**src/logic/wbBusPkg.sv**
```systemverilog
//////////////////////////////////////////////////////////////////////
// Wishbone classic word and address types for the I/O register bus
// Word address only, no byte selects
//////////////////////////////////////////////////////////////////////
package wbBusPkg;

   // Bus widths
   localparam int wbDatW = 16;            // One minicomputer word
   localparam int wbAdrW = 2;             // Four register slots

   // Data word on both read and write paths
   typedef logic [wbDatW-1:0] wbDat_t;

   // Register slot address
   typedef logic [wbAdrW-1:0] wbAdr_t;

   // Bus owner as held by the arbiter
   // CPU encodes as 0 so a cleared grant points at it
   typedef enum logic {
      cpuMaster   = 1'b0,                 // Microcode port, high priority
      panelMaster = 1'b1                  // Maintenance panel
   } masterId_t;

endpackage

```
**src/logic/ioRegPkg.sv**
```systemverilog
//////////////////////////////////////////////////////////////////////
// Register map and bit layout of the IOC, INR and ALD registers
// Slot 3 is unmapped and answered by the bus fabric
//////////////////////////////////////////////////////////////////////
package ioRegPkg;

   // Register slots
   localparam wbBusPkg::wbAdr_t adrIoc = 2'd0;   // Control, read/write
   localparam wbBusPkg::wbAdr_t adrInr = 2'd1;   // Input byte, read-only
   localparam wbBusPkg::wbAdr_t adrAld = 2'd2;   // Board ident, read-only

   // IOC byte
   localparam int iocW        = 8;
   localparam int iocConsole  = 0;      // Console request
   localparam int iocEmcl     = 1;      // Emergency clear, red LED
   localparam int iocLedGreen = 2;
   localparam int iocInt13A   = 3;      // Both 13 bits needed
   localparam int iocInt10En  = 4;      // Gated by tbmt
   localparam int iocInt12A   = 5;      // Both 12 bits plus dataAvail
   localparam int iocInt12B   = 6;
   localparam int iocInt13B   = 7;

   // INR byte
   localparam int inrW = 8;

   // ALD word fields, lsb and width
   localparam int aldPrintLsb = 13;
   localparam int aldPrintW   = 3;      // Board print number
   localparam int aldStrapLsb = 8;
   localparam int aldStrapW   = 5;      // ECO straps
   localparam int aldCxBit    = 7;      // Live CX status
   localparam int aldFixLsb   = 4;
   localparam int aldFixW     = 3;
   localparam logic [aldFixW-1:0] aldFixed = 3'b011;  // Bit 6 low, 5..4 high
   localparam int aldSwLsb    = 0;
   localparam int aldSwW      = 4;      // Boot switch

endpackage

```
**src/logic/wbIf.sv**
```systemverilog
`timescale 1ns/1ps
//////////////////////////////////////////////////////////////////////
// Wishbone classic link with split read and write data
// No err, rty or sel lines
//////////////////////////////////////////////////////////////////////
interface wbIf;
   import wbBusPkg::*;

   logic   cyc;       // Bus cycle in progress
   logic   stb;       // Valid transfer
   logic   we;        // 1 = write
   wbAdr_t adr;       // Register slot
   wbDat_t datW;      // Master to slave
   wbDat_t datR;      // Slave to master, valid with ack
   logic   ack;       // Single cycle pulse

   // Requesting side
   modport master (
      output cyc, stb, we, adr, datW,
      input  datR, ack
   );

   // Responding side
   modport slave (
      input  cyc, stb, we, adr, datW,
      output datR, ack
   );

endinterface

```
**src/logic/ioBusFabric.sv**
```systemverilog
`timescale 1ns/1ps
//////////////////////////////////////////////////////////////////////
// Fixed priority arbiter for two masters, CPU wins ties
// Grant held until owner drops cyc, then one idle cycle
//////////////////////////////////////////////////////////////////////
module ioBusFabric (
   input  logic clk,
   input  logic rstN,
   wbIf.slave   cpuBus,     // Microcode master
   wbIf.slave   panelBus,   // Maintenance panel master
   wbIf.master  ctrlBus,    // IOC slave
   wbIf.master  identBus    // INR and ALD slave
);
   import wbBusPkg::*;
   import ioRegPkg::*;

   masterId_t grant;        // Current owner
   logic      busy;         // Grant valid
   logic      ownCyc;
   logic      ownStb;
   logic      ownWe;
   wbAdr_t    ownAdr;
   wbDat_t    ownDatW;
   logic      reqStb;       // Owner strobe, held off during ack
   logic      ctrlSel;
   logic      identSel;
   logic      nullSel;      // Slot 3
   logic      nullAck;
   logic      slvAck;
   wbDat_t    slvDatR;
   logic      cpuOwn;
   logic      panelOwn;

   // Grant register
   always_ff @(posedge clk) begin
      if (!rstN) begin
         busy  <= 1'b0;
         grant <= cpuMaster;
      end else if (!busy) begin
         if (cpuBus.cyc) begin           // CPU first
            busy  <= 1'b1;
            grant <= cpuMaster;
         end else if (panelBus.cyc) begin
            busy  <= 1'b1;
            grant <= panelMaster;
         end
      end else if (!ownCyc) begin
         busy <= 1'b0;                   // Idle cycle follows
      end
   end

   // Owner request mux
   always_comb begin
      if (grant == panelMaster) begin
         ownCyc  = panelBus.cyc;
         ownStb  = panelBus.stb;
         ownWe   = panelBus.we;
         ownAdr  = panelBus.adr;
         ownDatW = panelBus.datW;
      end else begin
         ownCyc  = cpuBus.cyc;
         ownStb  = cpuBus.stb;
         ownWe   = cpuBus.we;
         ownAdr  = cpuBus.adr;
         ownDatW = cpuBus.datW;
      end
   end

   // Address decode
   assign ctrlSel  = (ownAdr == adrIoc);
   assign identSel = (ownAdr == adrInr) || (ownAdr == adrAld);
   assign nullSel  = !ctrlSel && !identSel;

   // No new strobe in the ack cycle, keeps acks one cycle apart
   assign reqStb = busy & ownCyc & ownStb & ~slvAck;

   assign ctrlBus.cyc   = busy & ownCyc & ctrlSel;
   assign ctrlBus.stb   = reqStb & ctrlSel;
   assign ctrlBus.we    = ownWe;
   assign ctrlBus.adr   = ownAdr;
   assign ctrlBus.datW  = ownDatW;
   assign identBus.cyc  = busy & ownCyc & identSel;
   assign identBus.stb  = reqStb & identSel;
   assign identBus.we   = ownWe;
   assign identBus.adr  = ownAdr;
   assign identBus.datW = ownDatW;

   // Unmapped slot answers itself, write dropped
   always_ff @(posedge clk) begin
      if (!rstN) nullAck <= 1'b0;
      else       nullAck <= reqStb & nullSel;
   end

   // Return path
   assign slvAck  = ctrlBus.ack | identBus.ack | nullAck;
   assign slvDatR = ctrlSel ? ctrlBus.datR : (identSel ? identBus.datR : '0);
   assign cpuOwn   = busy && (grant == cpuMaster);
   assign panelOwn = busy && (grant == panelMaster);

   assign cpuBus.ack    = cpuOwn & slvAck;      // Waiting master sees nothing
   assign cpuBus.datR   = cpuOwn ? slvDatR : '0;
   assign panelBus.ack  = panelOwn & slvAck;
   assign panelBus.datR = panelOwn ? slvDatR : '0;

endmodule

```
**src/logic/ioControlReg.sv**
```systemverilog
`timescale 1ns/1ps
//////////////////////////////////////////////////////////////////////
// IOC control register, low byte only, high byte reads zero
// Outputs combinational from IOC and live status inputs
//////////////////////////////////////////////////////////////////////
module ioControlReg (
   input  logic clk,
   input  logic rstN,
   wbIf.slave   bus,
   input  logic tbmt,        // UART transmit buffer empty
   input  logic dataAvail,   // UART receive data available
   output logic int10,
   output logic int12,
   output logic int13,
   output logic emcl,        // Also the red LED
   output logic ledGreen,
   output logic console
);
   import wbBusPkg::*;
   import ioRegPkg::*;

   logic [iocW-1:0] ioc;
   logic            access;  // New transfer this cycle

   // One access per strobe, never in the ack cycle
   assign access = bus.cyc & bus.stb & ~bus.ack;

   always_ff @(posedge clk) begin
      if (!rstN) begin
         bus.ack <= 1'b0;
         ioc     <= '0;
      end else begin
         bus.ack <= access;
         if (access && bus.we) begin
            ioc <= bus.datW[iocW-1:0];   // Lands with ack
         end
      end
   end

   // Readback, zero extended
   assign bus.datR = wbDat_t'(ioc);

   // Direct drives
   assign console  = ioc[iocConsole];
   assign emcl     = ioc[iocEmcl];
   assign ledGreen = ioc[iocLedGreen];

   // Interrupt gating
   assign int10 = ioc[iocInt10En] & tbmt;
   assign int12 = ioc[iocInt12A] & ioc[iocInt12B] & dataAvail;
   assign int13 = ioc[iocInt13A] & ioc[iocInt13B];

endmodule

```
**src/logic/identRegs.sv**
```systemverilog
`timescale 1ns/1ps
//////////////////////////////////////////////////////////////////////
// Read-only INR and ALD registers, writes acked and dropped
// Inputs sampled at the strobe edge, snapshot held with ack
//////////////////////////////////////////////////////////////////////
module identRegs #(
   parameter logic [ioRegPkg::aldPrintW-1:0] printNo   = 3'd5,
   parameter logic [ioRegPkg::aldStrapW-1:0] strapBits = 5'd0,
   parameter logic [ioRegPkg::aldSwW-1:0]    aldSwitch = 4'hF
) (
   input  logic                     clk,
   input  logic                     rstN,
   wbIf.slave                       bus,
   input  logic [ioRegPkg::inrW-1:0] inr,   // External input byte
   input  logic                     cx      // CX status
);
   import wbBusPkg::*;
   import ioRegPkg::*;

   wbDat_t aldWord;
   logic   access;

   // ALD word assembly
   always_comb begin
      aldWord = '0;
      aldWord[aldPrintLsb +: aldPrintW] = printNo;
      aldWord[aldStrapLsb +: aldStrapW] = strapBits;
      aldWord[aldCxBit]                 = cx;
      aldWord[aldFixLsb +: aldFixW]     = aldFixed;
      aldWord[aldSwLsb +: aldSwW]       = aldSwitch;
   end

   assign access = bus.cyc & bus.stb & ~bus.ack;

   always_ff @(posedge clk) begin
      if (!rstN) bus.ack <= 1'b0;
      else       bus.ack <= access;
   end

   // Read snapshot, INR for any slot other than ALD
   always_ff @(posedge clk) begin
      if (access && !bus.we) begin
         if (bus.adr == adrAld) bus.datR <= aldWord;
         else                   bus.datR <= wbDat_t'(inr);
      end
   end

endmodule

```
**src/logic/ioRegTop.sv**
```systemverilog
`timescale 1ns/1ps
//////////////////////////////////////////////////////////////////////
// I/O register block, two Wishbone master ports, 2 cycle idle latency
// Board constants set here and passed to identRegs
//////////////////////////////////////////////////////////////////////
module ioRegTop #(
   parameter logic [ioRegPkg::aldPrintW-1:0] printNo   = 3'd5,   // 3202D
   parameter logic [ioRegPkg::aldStrapW-1:0] strapBits = 5'd0,
   parameter logic [ioRegPkg::aldSwW-1:0]    aldSwitch = 4'hF
) (
   input  logic                      clk,
   input  logic                      rstN,
   input  logic                      cpuCyc,
   input  logic                      cpuStb,
   input  logic                      cpuWe,
   input  wbBusPkg::wbAdr_t          cpuAdr,
   input  wbBusPkg::wbDat_t          cpuDatW,
   output wbBusPkg::wbDat_t          cpuDatR,
   output logic                      cpuAck,
   input  logic                      panelCyc,
   input  logic                      panelStb,
   input  logic                      panelWe,
   input  wbBusPkg::wbAdr_t          panelAdr,
   input  wbBusPkg::wbDat_t          panelDatW,
   output wbBusPkg::wbDat_t          panelDatR,
   output logic                      panelAck,
   input  logic [ioRegPkg::inrW-1:0] inr,
   input  logic                      cx,
   input  logic                      tbmt,
   input  logic                      dataAvail,
   output logic                      int10,
   output logic                      int12,
   output logic                      int13,
   output logic                      emcl,       // Red LED
   output logic                      ledGreen,
   output logic                      console
);

   wbIf cpuIf ();     // Master side links
   wbIf panelIf ();
   wbIf ctrlIf ();    // Slave side links
   wbIf identIf ();

   // CPU port
   assign cpuIf.cyc  = cpuCyc;
   assign cpuIf.stb  = cpuStb;
   assign cpuIf.we   = cpuWe;
   assign cpuIf.adr  = cpuAdr;
   assign cpuIf.datW = cpuDatW;
   assign cpuDatR    = cpuIf.datR;
   assign cpuAck     = cpuIf.ack;

   // Panel port
   assign panelIf.cyc  = panelCyc;
   assign panelIf.stb  = panelStb;
   assign panelIf.we   = panelWe;
   assign panelIf.adr  = panelAdr;
   assign panelIf.datW = panelDatW;
   assign panelDatR    = panelIf.datR;
   assign panelAck     = panelIf.ack;

   ioBusFabric i_ioBusFabric (
      .clk      (clk),
      .rstN     (rstN),
      .cpuBus   (cpuIf.slave),
      .panelBus (panelIf.slave),
      .ctrlBus  (ctrlIf.master),
      .identBus (identIf.master)
   );

   ioControlReg i_ioControlReg (
      .clk       (clk),
      .rstN      (rstN),
      .bus       (ctrlIf.slave),
      .tbmt      (tbmt),
      .dataAvail (dataAvail),
      .int10     (int10),
      .int12     (int12),
      .int13     (int13),
      .emcl      (emcl),
      .ledGreen  (ledGreen),
      .console   (console)
   );

   identRegs #(
      .printNo   (printNo),
      .strapBits (strapBits),
      .aldSwitch (aldSwitch)
   ) i_identRegs (
      .clk  (clk),
      .rstN (rstN),
      .bus  (identIf.slave),
      .inr  (inr),
      .cx   (cx)
   );

endmodule

```
**config.mk**
```make
export PLATFORM = sky130hd
export DESIGN_NAME = ioRegTop
export DESIGN_NICKNAME = d
export VERILOG_FILES = /design/src/logic/wbBusPkg.sv /design/src/logic/ioRegPkg.sv /design/src/logic/wbIf.sv /design/src/logic/ioBusFabric.sv /design/src/logic/ioControlReg.sv /design/src/logic/identRegs.sv /design/src/logic/ioRegTop.sv
export SDC_FILE = /design/constraint.sdc
export NUM_CORES = 1
export LEC_CHECK = 0
export BUFFER_PORTS_ARGS = -buffer_cell sky130_fd_sc_hd__buf_2
export CORE_ASPECT_RATIO = 1.4
export CORE_MARGIN = 10
export CORE_UTILIZATION = 42
export CTS_CLUSTER_DIAMETER = 80
export DETAILED_ROUTE_END_ITERATION = 6
export PLACE_DENSITY_LB_ADDON = 0.1
export SLEW_MARGIN = 10
export SYNTH_ARGS = -nofsm -noshare
export SYNTH_HDL_FRONTEND = slang
export SYNTH_HIERARCHICAL = 1
export SYNTH_SLANG_ARGS = --single-unit
```
**constraint.sdc**
```tcl
create_clock -name clk -period 3.2 [get_ports clk]
set_input_delay 0.96 -clock clk [delete_from_list [all_inputs] [get_ports clk]]
set_output_delay 0.96 -clock clk [all_outputs]
set_load 0.01 [all_outputs]
```
==> flow_summary.toml, run 1 <==
[cells_and_area]
drive_gt1_share_pct = 34.92
nets = 310
n_antenna_cell = 0
area_growth_syn_to_layout_pct = 17.89
fill_cells = 393
fin_area_mm2 = 0.001987

[detailed_routing]
wl_mm = 4.272
via_count = 1420
drc_errors = 0
avgViaCountPerCell = 4.814
drtIter0Drc = 36
antenna_left = 0
drtPass1Iterations = 4
drt-wirelength-per-cell_um = 14.48

[power_and_ir_drop]
power.density_mw_per_mm2 = 345.9
vdd_drop_max_mv = 0.2084
leakage_nw = 0.8948

[timing]
finalCritPeriodShare_pct = 95.68
tightest_slew_ns = 0.6839
rsz0062_at_grt = "no"
fin_crit_ns = 3.062
finalMaxSlewViolations = 0
slew_headroom_pct = 54.40
setup_viol = 0
final.setup_skew_ns = 0.008493
hold_viol_final = 0
max_freq_mhz = 326.6
tns_ns = 0

[floorplanning]
rows = 27
fp.dieW_um = 73.54
die_h_um = 94.95
start_util_pct = 43.01
io-pin-count = 95
dieArea_mm2 = 0.006982
core_mm2 = 0.003919

[clock_tree]
cts-resized-gates = 0
clk-insertion-delay-late_ns = 0.26
cts_tree = "done"
post_cts_buffers = 0
root_buffer = "clkbuf_8"
clkSlewWorstSetupHoldPaths_ns = 0.08
clock-sinks = 22
cts_buffer_depth = 2
htreeDepth = 1
cts_buffers = 3
hold_buffers = 0

[logic_synthesis]
syn-cell-area_mm2 = 0.001685
syn_avg_cell_area_um2 = 8.343
synth_warnings = 6
netlist_instances = 202

[worst_setup_path]
crit_type = "input port to primary output"
critPathRequiredTime_ns = 2.24
cp-start-kind = "input port"
critPathMaxFanout = 17
cp_slowest_stage_delay_ns = 0.30
path_common_cell = "buf_2"
arrival_ns = 2.10
crit_slowest_cell = "ha_1"
cp-end-kind = "primary output"
cp_cell_sequence = "buf_2, mux2i_1, ha_1, buf_12, nand3b_1, a21oi_1, buf_2"

[grt]
grt_overflow = 0
grt_util_all_layers_pct = 12.16
grt_pass1_wl_mm = 6.837
antenna_found_initial = 0
grt_max_degree = 34
first_global_vias = 1381

[placed_design]
port_buffers = 66
place_congestion = 0.7698
dp.final_hpwl_mm = 3.403
dpl_cell_area_mm2 = 0.001921

[hold_path]
hold_class = "flip-flop to flip-flop"

[run]
maxCapViolations = 0

[outcome]
outcome = "complete, no violations"
## where the power goes
group / switching, mW / internal [mW]
Combinational: 0.0871 / 0.0769
Clock: 0.0899 / 0.136
Sequential: 0.00317 / 0.295
Total: 0.180 / 0.507
## metrics by stage
step                hold slack [ns]  setup WS (ns)  power, mW  util (%)  std cells
CTS                          0.4781         0.1169     0.6927     50.70        295
global placement             0.4549         0.1461     0.4677     49.01        291
finish                       0.4728         0.1383     0.6873     50.70        295
detailed placement           0.4662         0.1279     0.4680     49.01        291
global route                 0.5069        0.02430     0.7256     50.70        295
floorplan                    0.4431         0.1862     0.4320         -        214
## metal layers
layer | vias to the layer above | part of all wire [%] | track usage [%]
li1 | 755 | - | -
met1 | 607 | 41 | 14.13
met2 | 54 | 47 | 19.66
met3 | 4 | 11 | 4.827
met4 | 0 | 0.89 | 4.206
met5 | - | 0 | 0
## path summary, 6_finish.rpt
| path | start | to | slack, ns | cells after the start |
|---|---|---|---|---|
| setup / recovery | panelAdr[1] | cpuDatR[7] | 0.14 | 7 |
| hold / removal | i_ioControlReg/ioc[7] | i_ioControlReg/ioc[7] | 0.47 | 2 |
| setup reg to reg | i_ioBusFabric/grant | i_ioControlReg/ioc[3] | 0.87 | 7 |
| hold reg to reg | i_ioControlReg/ioc[7] | i_ioControlReg/ioc[7] | 0.47 | 2 |
## layout by cell type, fill, tap and decap left out, types with 2 or more instances in the layout
cell type and n:
a21oi_1 33, and2_1 3, buf_12 2, buf_2 66, buf_4 2, clkbuf_8 3, conb_1 14, dfxtp_1 13
edfxtp_1 9, ha_1 2, inv_1 4, mux2_2 9, mux2i_1 12, nand2_1 36, nand3b_1 16, nor2_1 4
nor3_1 2, nor4_1 3, or2b_1 6
## worst max-delay path: cells and delay by family
family          cells  cell delay (ns)
buf+inv             3             0.44
simple gates        1             0.13
mux                 1             0.19
compound gates      1             0.09
fa+ha+maj           1             0.30
## flip-flops by register name, summed over array words and instances, names as in the netlist
register	cells
i_identRegs/bus.ack	1
i_ioBusFabric/grant	1
i_ioControlReg/ioc	8
i_ioBusFabric/busy	1
i_ioBusFabric/nullAck	1
i_identRegs/bus.datR	9
i_ioControlReg/bus.ack	1
## area by class of cell
type,count,area [um^2],area share (%)
Timing Repair Buffer,70,385.4,19.40
Sequential cell,22,530.5,26.70
Inverter,4,15.01,0.7557
Clock buffer,4,66.31,3.338
Multi-Input combinational cell,152,935.9,47.10
Tap cell,43,53.80,2.708
No activity file was read; power rests on OpenSTA's default activity.
==> run 2, diff against run 1 <==
--- a/config.mk
+++ b/config.mk
@@ -8,9 +8,11 @@
 export BUFFER_PORTS_ARGS = -buffer_cell sky130_fd_sc_hd__buf_2
 export CORE_ASPECT_RATIO = 1.4
 export CORE_MARGIN = 10
-export CORE_UTILIZATION = 42
+export CORE_UTILIZATION = 51
+export CTS_BUF_LIST = sky130_fd_sc_hd__clkbuf_8
 export CTS_CLUSTER_DIAMETER = 80
 export DETAILED_ROUTE_END_ITERATION = 6
+export MAX_ROUTING_LAYER = met4
 export PLACE_DENSITY_LB_ADDON = 0.1
 export SLEW_MARGIN = 10
 export SYNTH_ARGS = -nofsm -noshare
==> constraint.sdc (replaced) <==
create_clock -name clk -period 3.55 [get_ports clk]
set_input_delay 1.065 -clock clk [delete_from_list [all_inputs] [get_ports clk]]
set_output_delay 1.065 -clock clk [all_outputs]
set_load 0.01 [all_outputs]
==> run 2 against run 1 <==
Effect of this change: combinational power decreased by 12%; sequential share of layout area rose by 0.43 points; critical endpoint is now cpuDatR[2]; register-to-register slack improved by 0.25 ns; highest routed layer unchanged; hold slack better by 0.0036 ns; largest power group unchanged; critical path type unchanged.
==> flow_summary.toml, run 2 (synthesis results as in run 1) <==
[clock_tree]
htreeDepth = 1
cts_buffers = 3
root_buffer = "clkbuf_8"
cts_tree = "done"
cts_buffer_depth = 2
post_cts_buffers = 0
clock-sinks = 22
clk-insertion-delay-late_ns = 0.25
cts-resized-gates = 0
clkSlewWorstSetupHoldPaths_ns = 0.07
hold_buffers = 0

[timing]
tns_ns = 0
max_freq_mhz = 298.0
tightest_slew_ns = 0.6722
setup_viol = 0
finalMaxSlewViolations = 0
setup_ws_ns = 0.1938
rsz0062_at_grt = "no"
final.setup_skew_ns = 0.003814
finalCritPeriodShare_pct = 94.54
slew_headroom_pct = 55.18
fin_crit_ns = 3.356
hold_viol_final = 0
timing.hold.ws_ns = 0.4764

[cells_and_area]
top_regs = "i_identRegs/bus.datR: 9 flops, i_ioControlReg/ioc: 8 flops"
area_growth_syn_to_layout_pct = 16.04
nets = 311
final_cell_mix = "buf_2, nand2_1, a21oi_1"
layout_commonest_cell = "buf_2"
largest_register_ffs = 9
n_antenna_cell = 0
drive_gt1_share_pct = 34.78
largest-register = "i_identRegs/bus.datR"

[worst_setup_path]
crit_slowest_cell = "ha_1"
path_common_cell = "buf_2"
arrival_ns = 2.29
cp_slowest_stage_delay_ns = 0.42
crit_type = "input port to primary output"
cp_cell_sequence = "buf_2, mux2i_1, ha_1, nand3b_1, a21oi_1, buf_2"
cp-end-kind = "primary output"
r2r_cells = 7
critPathMaxFanout = 12
critPathRequiredTime_ns = 2.48
cp-start-kind = "input port"

[grt]
grt_pass1_wl_mm = 6.755
grt_max_degree = 26
first_global_vias = 1508
grt_util_all_layers_pct = 14.22
antenna_found_initial = 0
grt_overflow = 0

[floorplanning]
die_h_um = 88.02
dieArea_mm2 = 0.006037
rows = 24
io-pin-count = 95
core_mm2 = 0.003153
start_util_pct = 53.45
fp.dieW_um = 68.59

[power_and_ir_drop]
power.density_mw_per_mm2 = 286.7
vdd_drop_max_mv = 0.2324
leakage_nw = 0.8845

[hold_path]
hold_class = "flip-flop to flip-flop"
holdPathStages = 2

[detailed_routing]
drtPass1Iterations = 4
drc_errors = 0
wl_mm = 4.214
drt-wirelength-per-cell_um = 14.43
antenna_left = 0
drtIter0Drc = 64
via_count = 1481
avgViaCountPerCell = 5.072

[placed_design]
dp.final_hpwl_mm = 3.400
place_congestion = 0.7783
port_buffers = 66
post-place-ws_ns = 0.1902

[run]
maxCapViolations = 0

[outcome]
outcome = "complete, no violations"
==> run 2: final timing paths <==
check	from	end	slack, ns
worst max-delay path	panelAdr[0]	cpuDatR[2]	0.19
worst min-delay path	i_ioControlReg/ioc[4]	i_ioControlReg/ioc[4]	0.48
worst max register to register	i_ioBusFabric/grant	i_ioControlReg/ioc[6]	1.12
worst min register to register	i_ioControlReg/ioc[4]	i_ioControlReg/ioc[4]	0.48
==> run 2: worst max-delay path, delay by kind of cell <==
family	cells	cell delay (ns)
buffers and inverters	2	0.25
AO/OA/AOI/OAI	1	0.17
AND/OR/NAND/NOR	1	0.18
adder cells (fa/ha/maj)	1	0.42
multiplexers	1	0.19
==> run 2: area by class of cell <==
class	count	area (um^2)
clock inverter	1	3.754
inverter	4	15.01
timing repair buffer	71	380.4
multi-input combinational	152	935.9
fill	307	1197
tap	39	48.80
sequential	22	530.5
clock buffer	3	41.29
==> run 2: routing by layer <==
metal	vias up	share of wire [%]	GRT usage (%)
li1	762	-	-
met1	649	39	16.18
met2	62	48	23.38
met3	8	11	3.453
met4	0	1.8	4.771
met5	-	0	-
==> run 2: power breakdown <==
part	internal [mW]	switching (mW)	total [mW]
Combinational	0.0661	0.0781	0.144
Sequential	0.266	0.00285	0.268
Clock	0.0769	0.0710	0.148
==> run 2: through the flow <==
step	power [mW]	instance area (um^2)	utilization (%)	std cells
2_1_floorplan	0.3894	1730	-	214
3_3_place_gp	0.4157	1911	60.60	288
3_5_place_dp	0.4173	1911	60.60	288
4_1_cts	0.5647	1956	62.02	292
5_1_grt	0.5973	1956	62.02	292
6_report	0.5606	1956	62.02	292
